===== src/source/rvv_rob_pkg.sv =====
// ROB package: sizes and the packed structs passed between dispatch, ROB and retire
`default_nettype none

package rvv_rob_pkg;

  // slots and ports per cycle
  localparam int NUM_DP_UOP = 2;
  localparam int NUM_RT_UOP = 2;
  localparam int NUM_PU     = 2;

  // reorder buffer geometry
  localparam int ROB_DEPTH = 8;
  localparam int ROB_IDX_W = 3;

  // register file and payload widths
  localparam int VREG_NUM   = 8;
  localparam int VREG_IDX_W = 3;
  localparam int DATA_W     = 32;
  localparam int TAG_W      = 8;

  // entry index, and an occupancy count that can hold ROB_DEPTH itself
  typedef logic [ROB_IDX_W-1:0] rob_idx_t;
  typedef logic [ROB_IDX_W:0]   rob_cnt_t;

  // uop info pushed by dispatch
  typedef struct packed {
    logic                  w_valid;
    logic [VREG_IDX_W-1:0] w_index;
    logic [TAG_W-1:0]      tag;
  } dp2rob_t;

  // one result from a processing unit
  typedef struct packed {
    rob_idx_t          rob_entry;
    logic              w_valid;
    logic [DATA_W-1:0] w_data;
    logic              vxsat;
  } pu2rob_t;

  // one retire slot
  typedef struct packed {
    logic                  w_valid;
    logic [VREG_IDX_W-1:0] w_index;
    logic [DATA_W-1:0]     w_data;
    logic                  vxsat;
    logic                  trap_flag;
    logic [TAG_W-1:0]      tag;
  } rob2rt_t;

  // one bypass entry, w_valid means the result is already present
  typedef struct packed {
    logic                  valid;
    logic                  w_valid;
    logic [VREG_IDX_W-1:0] w_index;
    logic [DATA_W-1:0]     w_data;
  } rob2dp_t;

  typedef struct packed {
    rob_idx_t trap_rob_entry;
  } trap_t;

endpackage

`default_nettype wire

===== src/source/rvv_rob_top.sv =====
// ROB subsystem top: reorder buffer feeding the retire stage and its VRF
`timescale 1ns/1ps
`default_nettype none

module rvv_rob_top (
  input  wire logic                                                clk,
  input  wire logic                                                rst_n,
  input  wire logic [rvv_rob_pkg::NUM_DP_UOP-1:0]                  dp_valid,
  input  wire rvv_rob_pkg::dp2rob_t [rvv_rob_pkg::NUM_DP_UOP-1:0]  dp_uop,
  output logic [rvv_rob_pkg::NUM_DP_UOP-1:0]                       dp_ready,
  output rvv_rob_pkg::rob_idx_t                                    dp_index,
  input  wire logic [rvv_rob_pkg::NUM_PU-1:0]                      pu_valid,
  input  wire rvv_rob_pkg::pu2rob_t [rvv_rob_pkg::NUM_PU-1:0]      pu_res,
  output logic [rvv_rob_pkg::NUM_PU-1:0]                           pu_ready,
  input  wire logic                                                trap_valid,
  input  wire rvv_rob_pkg::trap_t                                  trap,
  output logic                                                     trap_ready,
  input  wire logic                                                rt_stall,
  input  wire logic [rvv_rob_pkg::VREG_IDX_W-1:0]                  rd_index,
  output logic [rvv_rob_pkg::DATA_W-1:0]                           rd_data,
  output logic                                                     sat,
  output logic                                                     flush,
  output rvv_rob_pkg::rob2dp_t [rvv_rob_pkg::ROB_DEPTH-1:0]        bypass
);

  // ROB to retire channel
  logic [rvv_rob_pkg::NUM_RT_UOP-1:0]                 rt_valid;
  rvv_rob_pkg::rob2rt_t [rvv_rob_pkg::NUM_RT_UOP-1:0] rt_uop;
  logic [rvv_rob_pkg::NUM_RT_UOP-1:0]                 rt_ready;

  rvv_rob i_rob (
    .clk        (clk),
    .rst_n      (rst_n),
    .dp_valid   (dp_valid),
    .dp_uop     (dp_uop),
    .dp_ready   (dp_ready),
    .dp_index   (dp_index),
    .pu_valid   (pu_valid),
    .pu_res     (pu_res),
    .pu_ready   (pu_ready),
    .trap_valid (trap_valid),
    .trap       (trap),
    .trap_ready (trap_ready),
    .rt_valid   (rt_valid),
    .rt_uop     (rt_uop),
    .rt_ready   (rt_ready),
    .bypass     (bypass),
    .flush      (flush)
  );

  rvv_retire i_retire (
    .clk      (clk),
    .rst_n    (rst_n),
    .rt_valid (rt_valid),
    .rt_uop   (rt_uop),
    .rt_stall (rt_stall),
    .rt_ready (rt_ready),
    .rd_index (rd_index),
    .rd_data  (rd_data),
    .sat      (sat)
  );

endmodule

`default_nettype wire


===== src/source/rvv_retire.sv =====
// retire stage that writes retired results into the VRF and keeps the sticky saturation flag
`timescale 1ns/1ps
`default_nettype none

module rvv_retire (
  input  wire logic                                               clk,
  input  wire logic                                               rst_n,
  input  wire logic [rvv_rob_pkg::NUM_RT_UOP-1:0]                 rt_valid,
  input  wire rvv_rob_pkg::rob2rt_t [rvv_rob_pkg::NUM_RT_UOP-1:0] rt_uop,
  input  wire logic                                               rt_stall,
  output logic [rvv_rob_pkg::NUM_RT_UOP-1:0]                      rt_ready,
  input  wire logic [rvv_rob_pkg::VREG_IDX_W-1:0]                 rd_index,
  output logic [rvv_rob_pkg::DATA_W-1:0]                          rd_data,
  output logic                                                    sat
);

  logic [rvv_rob_pkg::DATA_W-1:0]     vrf [rvv_rob_pkg::VREG_NUM];
  logic [rvv_rob_pkg::NUM_RT_UOP-1:0] accept;
  logic [rvv_rob_pkg::NUM_RT_UOP-1:0] acc_sat;

  assign rt_ready = rt_stall ? '0 : '1;
  assign accept   = rt_valid & rt_ready;

  for (genvar k = 0; k < rvv_rob_pkg::NUM_RT_UOP; k++) begin : g_sat
    assign acc_sat[k] = accept[k] & rt_uop[k].vxsat;
  end

  // younger slot applied last and wins on the same register
  always_ff @(posedge clk or negedge rst_n) begin
    if (!rst_n) begin
      for (int r = 0; r < rvv_rob_pkg::VREG_NUM; r++) begin
        vrf[r] <= '0;
      end
    end else begin
      for (int k = 0; k < rvv_rob_pkg::NUM_RT_UOP; k++) begin
        if (accept[k] && rt_uop[k].w_valid) begin
          vrf[rt_uop[k].w_index] <= rt_uop[k].w_data;
        end
      end
    end
  end

  always_ff @(posedge clk or negedge rst_n) begin
    if (!rst_n) begin
      sat <= 1'b0;
    end else if (|acc_sat) begin
      sat <= 1'b1;
    end
  end

  assign rd_data = vrf[rd_index];

  // slot 1 only offered behind slot 0
  a_rt_in_order: assert property (@(posedge clk) disable iff (!rst_n)
    rt_valid[1] |-> rt_valid[0]);

endmodule

`default_nettype wire


===== src/source/rvv_rob.sv =====
// reorder buffer: result memory, done and trap tracking, in-order retire and dispatch bypass
`timescale 1ns/1ps
`default_nettype none

module rvv_rob (
  input  wire logic                                                clk,
  input  wire logic                                                rst_n,
  input  wire logic [rvv_rob_pkg::NUM_DP_UOP-1:0]                  dp_valid,
  input  wire rvv_rob_pkg::dp2rob_t [rvv_rob_pkg::NUM_DP_UOP-1:0]  dp_uop,
  output logic [rvv_rob_pkg::NUM_DP_UOP-1:0]                       dp_ready,
  output rvv_rob_pkg::rob_idx_t                                    dp_index,
  input  wire logic [rvv_rob_pkg::NUM_PU-1:0]                      pu_valid,
  input  wire rvv_rob_pkg::pu2rob_t [rvv_rob_pkg::NUM_PU-1:0]      pu_res,
  output logic [rvv_rob_pkg::NUM_PU-1:0]                           pu_ready,
  input  wire logic                                                trap_valid,
  input  wire rvv_rob_pkg::trap_t                                  trap,
  output logic                                                     trap_ready,
  output logic [rvv_rob_pkg::NUM_RT_UOP-1:0]                       rt_valid,
  output rvv_rob_pkg::rob2rt_t [rvv_rob_pkg::NUM_RT_UOP-1:0]       rt_uop,
  input  wire logic [rvv_rob_pkg::NUM_RT_UOP-1:0]                  rt_ready,
  output rvv_rob_pkg::rob2dp_t [rvv_rob_pkg::ROB_DEPTH-1:0]        bypass,
  output logic                                                     flush
);

  // uop info, in program order from the oldest
  rvv_rob_pkg::dp2rob_t [rvv_rob_pkg::NUM_RT_UOP-1:0] head_uop;
  rvv_rob_pkg::dp2rob_t [rvv_rob_pkg::ROB_DEPTH-1:0]  uop_info;
  logic [rvv_rob_pkg::ROB_DEPTH-1:0]                  entry_valid;
  rvv_rob_pkg::rob_idx_t                              wptr;
  rvv_rob_pkg::rob_idx_t                              rptr;
  logic                                               lt_depth;
  logic                                               lt_depth_m1;

  logic [rvv_rob_pkg::NUM_DP_UOP-1:0] push;
  logic [rvv_rob_pkg::NUM_RT_UOP-1:0] pop;
  logic [rvv_rob_pkg::NUM_PU-1:0]     pu_fire;
  logic [rvv_rob_pkg::NUM_RT_UOP-1:0] rt_trap;

  // result memory, indexed by entry
  logic                           res_w_valid [rvv_rob_pkg::ROB_DEPTH];
  logic [rvv_rob_pkg::DATA_W-1:0] res_data    [rvv_rob_pkg::ROB_DEPTH];
  logic                           res_vxsat   [rvv_rob_pkg::ROB_DEPTH];
  logic [rvv_rob_pkg::ROB_DEPTH-1:0] done;
  logic [rvv_rob_pkg::ROB_DEPTH-1:0] trap_flag;
  rvv_rob_pkg::rob_idx_t ord_idx [rvv_rob_pkg::ROB_DEPTH];

  rvv_rob_info_fifo i_info_fifo (
    .clk               (clk),
    .rst_n             (rst_n),
    .push              (push),
    .datain            (dp_uop),
    .pop               (pop),
    .clear             (flush),
    .count_lt_depth    (lt_depth),
    .count_lt_depth_m1 (lt_depth_m1),
    .dataout           (head_uop),
    .fifo_data         (uop_info),
    .entry_valid       (entry_valid),
    .wptr              (wptr),
    .rptr              (rptr)
  );

  // a flushing cycle refuses new uops
  assign dp_ready[0] = lt_depth & ~flush;
  assign dp_ready[1] = lt_depth_m1 & ~flush;
  assign dp_index    = wptr;
  assign push        = dp_valid & dp_ready;

  assign pu_ready   = '1;
  assign trap_ready = 1'b1;
  assign pu_fire    = pu_valid & pu_ready;
  assign pop        = rt_valid & rt_ready;

  for (genvar i = 0; i < rvv_rob_pkg::ROB_DEPTH; i++) begin : g_ord
    assign ord_idx[i] = rptr + rvv_rob_pkg::rob_idx_t'(i);
  end

  always_ff @(posedge clk) begin
    for (int k = 0; k < rvv_rob_pkg::NUM_PU; k++) begin
      if (pu_fire[k]) begin
        res_w_valid[pu_res[k].rob_entry] <= pu_res[k].w_valid;
        res_data[pu_res[k].rob_entry]    <= pu_res[k].w_data;
        res_vxsat[pu_res[k].rob_entry]   <= pu_res[k].vxsat;
      end
    end
  end

  // done set by results, cleared once the entry retires
  always_ff @(posedge clk or negedge rst_n) begin
    if (!rst_n) begin
      done <= '0;
    end else if (flush) begin
      done <= '0;
    end else begin
      for (int k = 0; k < rvv_rob_pkg::NUM_PU; k++) begin
        if (pu_fire[k]) begin
          done[pu_res[k].rob_entry] <= 1'b1;
        end
      end
      for (int k = 0; k < rvv_rob_pkg::NUM_RT_UOP; k++) begin
        if (pop[k]) begin
          done[ord_idx[k]] <= 1'b0;
        end
      end
    end
  end

  always_ff @(posedge clk or negedge rst_n) begin
    if (!rst_n) begin
      trap_flag <= '0;
    end else if (flush) begin
      trap_flag <= '0;
    end else if (trap_valid && trap_ready) begin
      trap_flag[trap.trap_rob_entry] <= 1'b1;
    end
  end

  // retire slots, nothing retires behind a trapped uop
  for (genvar k = 0; k < rvv_rob_pkg::NUM_RT_UOP; k++) begin : g_rt
    if (k == 0) begin : g_oldest
      assign rt_valid[k] = entry_valid[k] & done[ord_idx[k]];
    end else begin : g_younger
      assign rt_valid[k] = rt_valid[k-1] & entry_valid[k] & done[ord_idx[k]]
                           & ~trap_flag[ord_idx[k-1]];
    end
    assign rt_uop[k].w_valid   = head_uop[k].w_valid & res_w_valid[ord_idx[k]];
    assign rt_uop[k].w_index   = head_uop[k].w_index;
    assign rt_uop[k].w_data    = res_data[ord_idx[k]];
    assign rt_uop[k].vxsat     = res_vxsat[ord_idx[k]];
    assign rt_uop[k].trap_flag = trap_flag[ord_idx[k]];
    assign rt_uop[k].tag       = head_uop[k].tag;
    assign rt_trap[k]          = trap_flag[ord_idx[k]] & pop[k];
  end

  assign flush = |rt_trap;

  // bypass in program order for operand forwarding
  for (genvar i = 0; i < rvv_rob_pkg::ROB_DEPTH; i++) begin : g_bypass
    assign bypass[i].valid   = entry_valid[i];
    assign bypass[i].w_valid = uop_info[i].w_valid & done[ord_idx[i]]
                               & res_w_valid[ord_idx[i]];
    assign bypass[i].w_index = uop_info[i].w_index;
    assign bypass[i].w_data  = res_data[ord_idx[i]];
  end

  for (genvar k = 0; k < rvv_rob_pkg::NUM_PU; k++) begin : g_pu_chk
    // entry_valid is rotated, so look up by offset from the oldest
    a_res_to_valid: assert property (@(posedge clk) disable iff (!rst_n)
      pu_fire[k] |-> entry_valid[rvv_rob_pkg::rob_idx_t'(pu_res[k].rob_entry - rptr)]);
    for (genvar j = k + 1; j < rvv_rob_pkg::NUM_PU; j++) begin : g_pair
      a_no_same_entry: assert property (@(posedge clk) disable iff (!rst_n)
        !(pu_fire[k] && pu_fire[j] && (pu_res[k].rob_entry == pu_res[j].rob_entry)));
    end
  end

endmodule

`default_nettype wire


===== src/source/rvv_rob_info_fifo.sv =====
// ROB info ring: multi-push multi-pop storage of uop info with per-entry valid bits
`timescale 1ns/1ps
`default_nettype none

module rvv_rob_info_fifo (
  input  wire logic                                                  clk,
  input  wire logic                                                  rst_n,
  input  wire logic [rvv_rob_pkg::NUM_DP_UOP-1:0]                    push,
  input  wire rvv_rob_pkg::dp2rob_t [rvv_rob_pkg::NUM_DP_UOP-1:0]    datain,
  input  wire logic [rvv_rob_pkg::NUM_RT_UOP-1:0]                    pop,
  input  wire logic                                                  clear,
  output logic                                                       count_lt_depth,
  output logic                                                       count_lt_depth_m1,
  output rvv_rob_pkg::dp2rob_t [rvv_rob_pkg::NUM_RT_UOP-1:0]         dataout,
  output rvv_rob_pkg::dp2rob_t [rvv_rob_pkg::ROB_DEPTH-1:0]          fifo_data,
  output logic [rvv_rob_pkg::ROB_DEPTH-1:0]                          entry_valid,
  output rvv_rob_pkg::rob_idx_t                                      wptr,
  output rvv_rob_pkg::rob_idx_t                                      rptr
);

  rvv_rob_pkg::dp2rob_t  mem [rvv_rob_pkg::ROB_DEPTH];
  logic [rvv_rob_pkg::ROB_DEPTH-1:0] valid_q;
  rvv_rob_pkg::rob_cnt_t count;
  rvv_rob_pkg::rob_cnt_t n_push;
  rvv_rob_pkg::rob_cnt_t n_pop;
  rvv_rob_pkg::rob_idx_t wr_idx [rvv_rob_pkg::NUM_DP_UOP];
  // physical entry for each program-order position
  rvv_rob_pkg::rob_idx_t rd_idx [rvv_rob_pkg::ROB_DEPTH];

  always_comb begin
    n_push = '0;
    n_pop  = '0;
    for (int k = 0; k < rvv_rob_pkg::NUM_DP_UOP; k++) begin
      n_push = n_push + rvv_rob_pkg::rob_cnt_t'(push[k]);
    end
    for (int k = 0; k < rvv_rob_pkg::NUM_RT_UOP; k++) begin
      n_pop = n_pop + rvv_rob_pkg::rob_cnt_t'(pop[k]);
    end
  end

  assign count_lt_depth    = count < rvv_rob_pkg::rob_cnt_t'(rvv_rob_pkg::ROB_DEPTH);
  assign count_lt_depth_m1 = count < rvv_rob_pkg::rob_cnt_t'(rvv_rob_pkg::ROB_DEPTH - 1);

  for (genvar k = 0; k < rvv_rob_pkg::NUM_DP_UOP; k++) begin : g_wr_idx
    assign wr_idx[k] = wptr + rvv_rob_pkg::rob_idx_t'(k);
  end

  // rotate storage so position 0 is the oldest uop
  for (genvar i = 0; i < rvv_rob_pkg::ROB_DEPTH; i++) begin : g_order
    assign rd_idx[i]      = rptr + rvv_rob_pkg::rob_idx_t'(i);
    assign fifo_data[i]   = mem[rd_idx[i]];
    assign entry_valid[i] = valid_q[rd_idx[i]];
  end

  for (genvar k = 0; k < rvv_rob_pkg::NUM_RT_UOP; k++) begin : g_head
    assign dataout[k] = mem[rd_idx[k]];
  end

  always_ff @(posedge clk) begin
    for (int k = 0; k < rvv_rob_pkg::NUM_DP_UOP; k++) begin
      if (push[k]) begin
        mem[wr_idx[k]] <= datain[k];
      end
    end
  end

  always_ff @(posedge clk or negedge rst_n) begin
    if (!rst_n) begin
      valid_q <= '0;
      wptr    <= '0;
      rptr    <= '0;
      count   <= '0;
    end else if (clear) begin
      // drop everything, the ring restarts at the write pointer
      valid_q <= '0;
      rptr    <= wptr;
      count   <= '0;
    end else begin
      for (int k = 0; k < rvv_rob_pkg::NUM_RT_UOP; k++) begin
        if (pop[k]) begin
          valid_q[rd_idx[k]] <= 1'b0;
        end
      end
      for (int k = 0; k < rvv_rob_pkg::NUM_DP_UOP; k++) begin
        if (push[k]) begin
          valid_q[wr_idx[k]] <= 1'b1;
        end
      end
      wptr  <= wptr + rvv_rob_pkg::rob_idx_t'(n_push);
      rptr  <= rptr + rvv_rob_pkg::rob_idx_t'(n_pop);
      count <= count + n_push - n_pop;
    end
  end

  // the ROB gates pushes with its ready outputs
  a_no_push_full: assert property (@(posedge clk) disable iff (!rst_n)
    push[0] |-> count_lt_depth);

  a_no_push2_full: assert property (@(posedge clk) disable iff (!rst_n)
    push[1] |-> count_lt_depth_m1);

  for (genvar k = 0; k < rvv_rob_pkg::NUM_RT_UOP; k++) begin : g_pop_chk
    a_pop_valid: assert property (@(posedge clk) disable iff (!rst_n)
      pop[k] |-> entry_valid[k]);
  end

endmodule

`default_nettype wire


===== config.mk =====
export PLATFORM = sky130hd
export DESIGN_NAME = rvv_rob_top
export DESIGN_NICKNAME = d
export VERILOG_FILES = /design/src/source/rvv_rob_pkg.sv /design/src/source/rvv_rob_top.sv /design/src/source/rvv_retire.sv /design/src/source/rvv_rob.sv /design/src/source/rvv_rob_info_fifo.sv
export SDC_FILE = /design/constraint.sdc
export NUM_CORES = 2
export LEC_CHECK = 0
export BUFFER_PORTS_ARGS = -buffer_cell sky130_fd_sc_hd__buf_2
export CAP_MARGIN = 25
export CORE_UTILIZATION = 55
export DETAILED_ROUTE_END_ITERATION = 7
export GPL_TIMING_DRIVEN = 1
export PLACE_DENSITY = 0.76
export RECOVER_POWER = 100
export SETUP_SLACK_MARGIN = 0.4
export SYNTH_ARGS = -nofsm -noshare
export SYNTH_HDL_FRONTEND = slang
export SYNTH_SLANG_ARGS = --single-unit

===== constraint.sdc =====
create_clock -name clk -period 6.88 [get_ports clk]
set_input_delay 0.688 -clock clk [delete_from_list [all_inputs] [get_ports clk]]
set_output_delay 0.688 -clock clk [all_outputs]
set_load 0.01 [all_outputs]

# Word level (Yosys, flattened, before mapping)
# Memories as Yosys holds them, arrays and structs flattened.
# Index checks and enable logic that the tools add are counted.
[word_totals]
mem_count = 4
elab_cells = 210
register_bits = 291
input_bits = 112
out_inout_bits = 338
ram_bits = 368
[classes]
order_cmp = 27
n_bitwise = 46
n_mux = 90
reduce_logical = 14
n_addsub = 14
[memory_table]
columns = ["memory", "depth", "width", "rd", "rd_ports_with_merged_regs", "wr", "line", "text"]
rows = [
  ["i_rob.res_data", 8, 32, 8, 0, 2, "rvv_rob.sv:41", "logic [rvv_rob_pkg::DATA_W-1:0] res_data [rvv_rob_pkg::ROB_DEPTH];"],
  ["i_rob.i_info_fifo.mem", 8, 12, 8, 0, 2, "rvv_rob_info_fifo.sv:21", "rvv_rob_pkg::dp2rob_t mem [rvv_rob_pkg::ROB_DEPTH];"],
  ["i_rob.res_vxsat", 8, 1, 2, 0, 2, "rvv_rob.sv:42", "logic res_vxsat [rvv_rob_pkg::ROB_DEPTH];"],
  ["i_rob.res_w_valid", 8, 1, 8, 0, 2, "rvv_rob.sv:40", "logic res_w_valid [rvv_rob_pkg::ROB_DEPTH];"],
]
[op_table]
columns = ["operator", "n"]
rows = [
  ["$bwmux 256", 2],
  ["$mux 256", 2],
  ["$demux 32 s3", 2],
  ["$mux 8", 18],
  ["$mux 32", 4],
  ["$bmux 32 s3", 1],
  ["$bmux 1 s3", 18],
  ["$lt 3x4->1 const B", 13],
  ["$or 8x8->8", 5],
  ["$mux 1", 33],
  ["$and 8x8->8", 4],
  ["$and 1x1->1", 28],
  ["$demux 1 s3", 7],
  ["$ge 3x1->1 const B", 7],
  ["$not 8->8", 2],
  ["$add 3x3->3 const B", 4],
  ["$ge 4x4->1 const B", 3],
  ["$not 3->4", 3],
  ["$logic_and 1x1->1", 11],
  ["$lt 4x1->1 const B", 2],
  ["$add 3x1->3 const B", 2],
  ["$add 3x2->3", 2],
  ["$add 3x2->3 const B", 2],
  ["$add 1x1->2", 2],
  ["other kinds (11)", 14],
]

# Longest topological paths before layout
[logic_depth]
depth_word = 19
mapped_depth = 26

# Cells and area by module
# A second synthesis with hierarchy kept.
[hier_totals]
hier_cells = 4323
area_unflattened_um2 = 47371.7
[by_module_without_submodules]
columns = ["module", "n_inst", "cells_per_inst", "area_per_inst_um2"]
rows = [
  ["rvv_rob", 1, 1850, 22816.9],
  ["rvv_retire", 1, 1691, 15158.3],
  ["rvv_rob_info_fifo", 1, 782, 9396.5],
]

# Worst setup path after synthesis
# Ideal clock, no wire load.
[synth_path]
path_type = "register to register"
startpoint = "reg i_rob.i_info_fifo.rptr[0]"
endpoint = "reg i_rob.i_info_fifo.count[3]"
required_time_ps = 6748
setup_slack_ps = 1123
setup_ps = 132
path_buffers = 8
t_arrival_ps = 5626
synth_period_minus_slack_ps = 5757
path_stages_with_launch = 26
path_cell_list = "dfrtp_1 > buf_6 > buf_8 > buf_6 > buf_2 > buf_2 > buf_1 > inv_1 > ha_1 > buf_2 > mux4_2 > and3_1 > o221ai_1 > a21oi_1 > clkbuf_1 > nor2_1 > and3_1 > ha_1 > inv_1 > fa_1 > inv_1 > ha_1 > a21o_1 > a21oi_1 > xor2_1 > nor2_1"
[synth_between]
elab_chain_len = 16
[synth_lines]
columns = ["element", "line", "text"]
rows = [
  ["start, declared", "rvv_rob_info_fifo.sv:18", "output rvv_rob_pkg::rob_idx_t rptr"],
  ["start signal, assigned", "rvv_rob_info_fifo.sv:76", "rptr <= wptr;"],
  ["start signal, assigned", "rvv_rob_info_fifo.sv:90", "rptr <= rptr + rvv_rob_pkg::rob_idx_t'(n_pop);"],
  ["$add 3x1->3, or another cell as far along", "rvv_rob.sv:75, rvv_rob_info_fifo.sv:50", ""],
  ["$bmux 1 s3, or another cell as far along", "rvv_rob_info_fifo.sv:52", "assign entry_valid[i] = valid_q[rd_idx[i]];"],
  ["$mux 1 (implied by the code) / $and 1x1->1 (equally long branches)", "rvv_rob_info_fifo.sv:52, rvv_rob.sv:121", ""],
  ["$and 1x1->1 (2 in series)", "rvv_rob.sv:123", "assign rt_valid[k] = rt_valid[k-1] & entry_valid[k] & done[ord_idx[k]]"],
  ["$and 1x1->1", "rvv_rob.sv:124", "& ~trap_flag[ord_idx[k-1]];"],
  ["$and 2x2->2", "rvv_rob.sv:72", "assign pop = rt_valid & rt_ready;"],
  ["$and 1x1->1", "rvv_rob.sv:132", "assign rt_trap[k] = trap_flag[ord_idx[k]] & pop[k];"],
  ["$reduce_or 2->1 *", "rvv_rob.sv:135", "assign flush = |rt_trap;"],
  ["$not 1->1 *", "rvv_rob.sv:64", "assign dp_ready[0] = lt_depth & ~flush;"],
  ["$and 1x1->1 *", "rvv_rob.sv:64", ""],
  ["named net dp_ready, one bit", "rvv_rob_top.sv:10", "output logic [rvv_rob_pkg::NUM_DP_UOP-1:0] dp_ready,"],
  ["$and 2x2->2 *", "rvv_rob.sv:67", "assign push = dp_valid & dp_ready;"],
  ["$add 1x1->2 *", "rvv_rob_info_fifo.sv:34", "n_push = n_push + rvv_rob_pkg::rob_cnt_t'(push[k]);"],
  ["$add 4x2->4 *", "rvv_rob_info_fifo.sv:91", "count <= count + n_push - n_pop;"],
  ["$sub 4x2->4 *", "rvv_rob_info_fifo.sv:91", ""],
  ["$mux 4 *", "rvv_rob_info_fifo.sv:73", "end else if (clear) begin"],
  ["end signal, assigned", "rvv_rob_info_fifo.sv:91", ""],
  ["end, declared", "rvv_rob_info_fifo.sv:23", "rvv_rob_pkg::rob_cnt_t count;"],
]
# Mark *: on every way through the listed nets, which the timed path passes. The rest lies on a longest branch. The select of a mux whose other input is x is not followed.
# A chain may end at the register's enable or synchronous reset.

==> run summary <==
Power per Cell Area: 542 nW/um2
dpl cell area: 43,800 um2
GRT met3 Usage: 10.7%
max incr delay on CP: 2.39 ns
# fillers: 5,774
Worst VDD drop: 0.389 mV
fin cells: 4,551
commonest cells after routing, fill and taps aside: nand2_1, mux2i_1, mux2_2, mux4_2, edfxtp_1
DRC violation total after the first TritonRoute iteration: 3,649
Synth area leaders: edfxtp_1, mux4_2, dfrtp_1
routability cong.: 0.925
# clock sinks: 595
Die ar.: 74,600 um2
vias in the first global route: 29.9k
Clock Pin Slew Worst Setup and Hold Paths: 0.06 ns
DRC errors left: 0
final worst setup slack: 0.713 ns
CP Launch Type: flip-flop
Period minus WS final: 6.17 ns
CTS tree: done
CORE AREA: 72,800 um2
status: finished, violations left
mean post-synth cell area: 12.6 um2
Clk Tree Root Cell: clkbuf_16
post-synthesis adder-cell area fraction: 0.693%
Routed WL per cell: 29.5 um
Top FF cell, synth: edfxtp_1
pin count of the biggest net entering global routing: 146
Worst Setup SP: i_rob.i_info_fifo.rptr[2]$_DFF_PN0_
Initial Util: 55.5%
Hold Startpoint: trap[0]
Final Hold Viols: 0
pre-CTS setup slack: 1.53 ns
fin crit share: 89.6%
vias per cell: 6.79
post-synthesis mux area share: 43.4%
Reg2Reg Depth: 7
Slew Limit Fails: 1,050
M2 GR Usage: 53.8%
row cnt: 99
post-cts resize count: 0
Storage cell area: 16,400 um2
# IOs: 450
sequential fraction of the synthesis area: 40.6%
fraction of layout instances using a drive strength above 1: 31.5%
CTS Buffer Depth: 3
EDFF count, synth: 304
global route total overflow: 0
crit path max-delay cell type: ha_1
Die H: 273 um
Max H-tree Level: 3
TritonRoute pass-1 iters: 5
Multi-input gate area: 22,700 um2
initial antenna violation count: 18
Crit Path Class: flip-flop to output pin
DP Wirelength: 85,900 um
final setup TNS: 0 ns
origin of the critical flop-to-flop path: i_rob.i_info_fifo.rptr[0]$_DFF_PN0_
Rel. slew slack: -210%
final setup fails: 0
largest family of logic cells by synthesized area: multiplexers
first-pass GRT wire length: 195,000 um
mapped cell area: 40,500 um2
clk_lat worst skew: 0.62 ns
Worst-Margin Slew: 4.65 ns
Worst Setup EP: bypass[248]
Reg-to-Reg End: i_retire.vrf[149]$_DFF_PN0_
RSZ-0062 raised after global routing: no
Clock Skews: 0.0207 ns
highest clock rate: 162 MHz
area grow syn2layout: 11.9%
largest area contributor in the netlist: edfxtp_1
Critical Path End Type: output pin
CP cell instances: clkinvlp_2 > buf_4 > ha_1 > buf_4 > mux2_1 > buf_2
yosys warns: 0
simple-gate share of the synthesized area: 8.90%
Setup Fix Bufs, Post-CTS: 0
final WL: 134,000 um
worst endpoint required time: 6.19 ns
hold_buf cts: 0
placed insts: 4,422
Worst EP arrival: 5.48 ns
Post-Synth XOR/XNOR Area: 0.195%
Nets: 3,664
post-synthesis compound-gate area fraction: 2.86%
TritonCTS buffer count: 67
Port Buf Inserts: 430
GRT Overall Usage: 35.6%
Yosys top cell area share: 22.6%
total power: 24,500 uW
most common cell after layout, fill and taps aside: nand2_1
GR peak layer: met2
remaining antenna violation count: 0
worst reg-to-reg setup slack: 0.92 ns
cells after synthesis: 3,203
most used cell, CP: buf_4
failing checks: max-capacitance violations, max-slew violations
Hold WC Path Type: input port to flip-flop
Design Area, Final: 45,300 um2
M1 GR Usage: 47.5%
max cap viols: 29
via count: 30.9k
Leak: 0.0179 uW
Synth cell types: 68
async set-reset flop share out of synthesis: 48.9%
die width: 273 um
CP max FO: 57
FF+latch count, synth: 595
## area by class of cell
| cell class | instances | share of cell area [%] |
|---|---|---|
| diodes | 9 | 0.0498 |
| clock buffers | 93 | 4.22 |
| clock inverters | 27 | 0.581 |
| inverters | 52 | 0.434 |
| multi-input cells | 2293 | 50.2 |
| flip-flops and latches | 595 | 36.3 |
| well taps | 959 | 2.65 |
| repair buffers | 523 | 5.54 |
## worst min-delay path by stage
| stage | end | slack, ns | cells past startpoint |
|---|---|---|---|
| floorplan | i_retire.sat$_DFFE_PN0P_ | 0.39 | 0 |
| global placement | i_rob.trap_flag[4]$_DFFE_PN0P_ | 0.51 | 2 |
| detailed placement | i_rob.trap_flag[4]$_DFFE_PN0P_ | 0.52 | 2 |
| CTS | i_rob.i_info_fifo.count[0]$_DFF_PN0_ | 0.07 | 1 |
| global route | i_rob.trap_flag[5]$_DFFE_PN0P_ | 0.43 | 3 |
| finish | i_rob.trap_flag[1]$_DFFE_PN0P_ | 0.41 | 3 |
## sequential cells by signal, summed over array words and instances, names as in the netlist
signal	flops
i_rob.res_vxsat	8
i_rob.i_info_fifo.wptr	3
i_retire.sat	1
i_rob.trap_flag	8
i_rob.done	8
i_rob.i_info_fifo.rptr	3
i_rob.i_info_fifo.mem	32
i_rob.res_data	256
i_rob.i_info_fifo.valid_q	8
i_retire.vrf	256
i_rob.res_w_valid	8
i_rob.i_info_fifo.count	4
## kinds of logic after synthesis
family | count (synthesis)
AO/OA/AOI/OAI | 187
AND/OR/NAND/NOR | 834
other | 1
buffers and inverters | 317
adder cells (fa/ha/maj) | 20
flip-flops | 595
multiplexers | 1240
XOR/XNOR | 9
## worst max-delay path: cells and delay by family (launching register included)
kind	cells	cell delay, ns
buffers and inverters	4	1.25
adders and majority gates	1	2.39
muxes	1	0.44
DFF	1	0.72
## metal layers
layer	wire length [um]	part of all wire [%]
met2	60900	45
met1	49700	37
met5	161	0.12
met3	17100	13
met4	6390	4.8
## power breakdown
group	switching, uW	total (uW)	internal [uW]
registers	555	4990	4440
logic	10100	15900	5770
clock network	1540	3640	2100
total	12200	24500	12300
## stage by stage
step | hold WS, ns | util, %
after floorplan | 0.392 | -
after global placement | 0.506 | 60.0
after detailed placement | 0.516 | 60.1
after CTS | 0.0739 | 63.1
after global routing | 0.430 | 62.1
final | 0.410 | 62.1
## Yosys cell counts, types with 4 or more instances
cell / n
nand2_1: 549
mux2i_1: 456
mux2_2: 414
mux4_2: 367
edfxtp_1: 304
dfrtp_1: 291
clkbuf_1: 143
nand3_1: 93
buf_1: 60
nor3_1: 52
inv_1: 50
a21oi_1: 49
o21ai_0: 47
nor2_1: 46
buf_2: 45
o31ai_1: 34
nand2_2: 30
o21ai_1: 18
ha_1: 16
nor2b_1: 13
a31oi_1: 9
nand2b_1: 7
a22oi_1: 6
and2_1: 6
and3_1: 6
buf_4: 6
buf_6: 6
nor3b_1: 5
xor2_1: 5
buf_8: 4
fa_1: 4
or2_2: 4
or3_1: 4
xnor2_1: 4
Note: power is estimated with default switching activity, not from simulation.
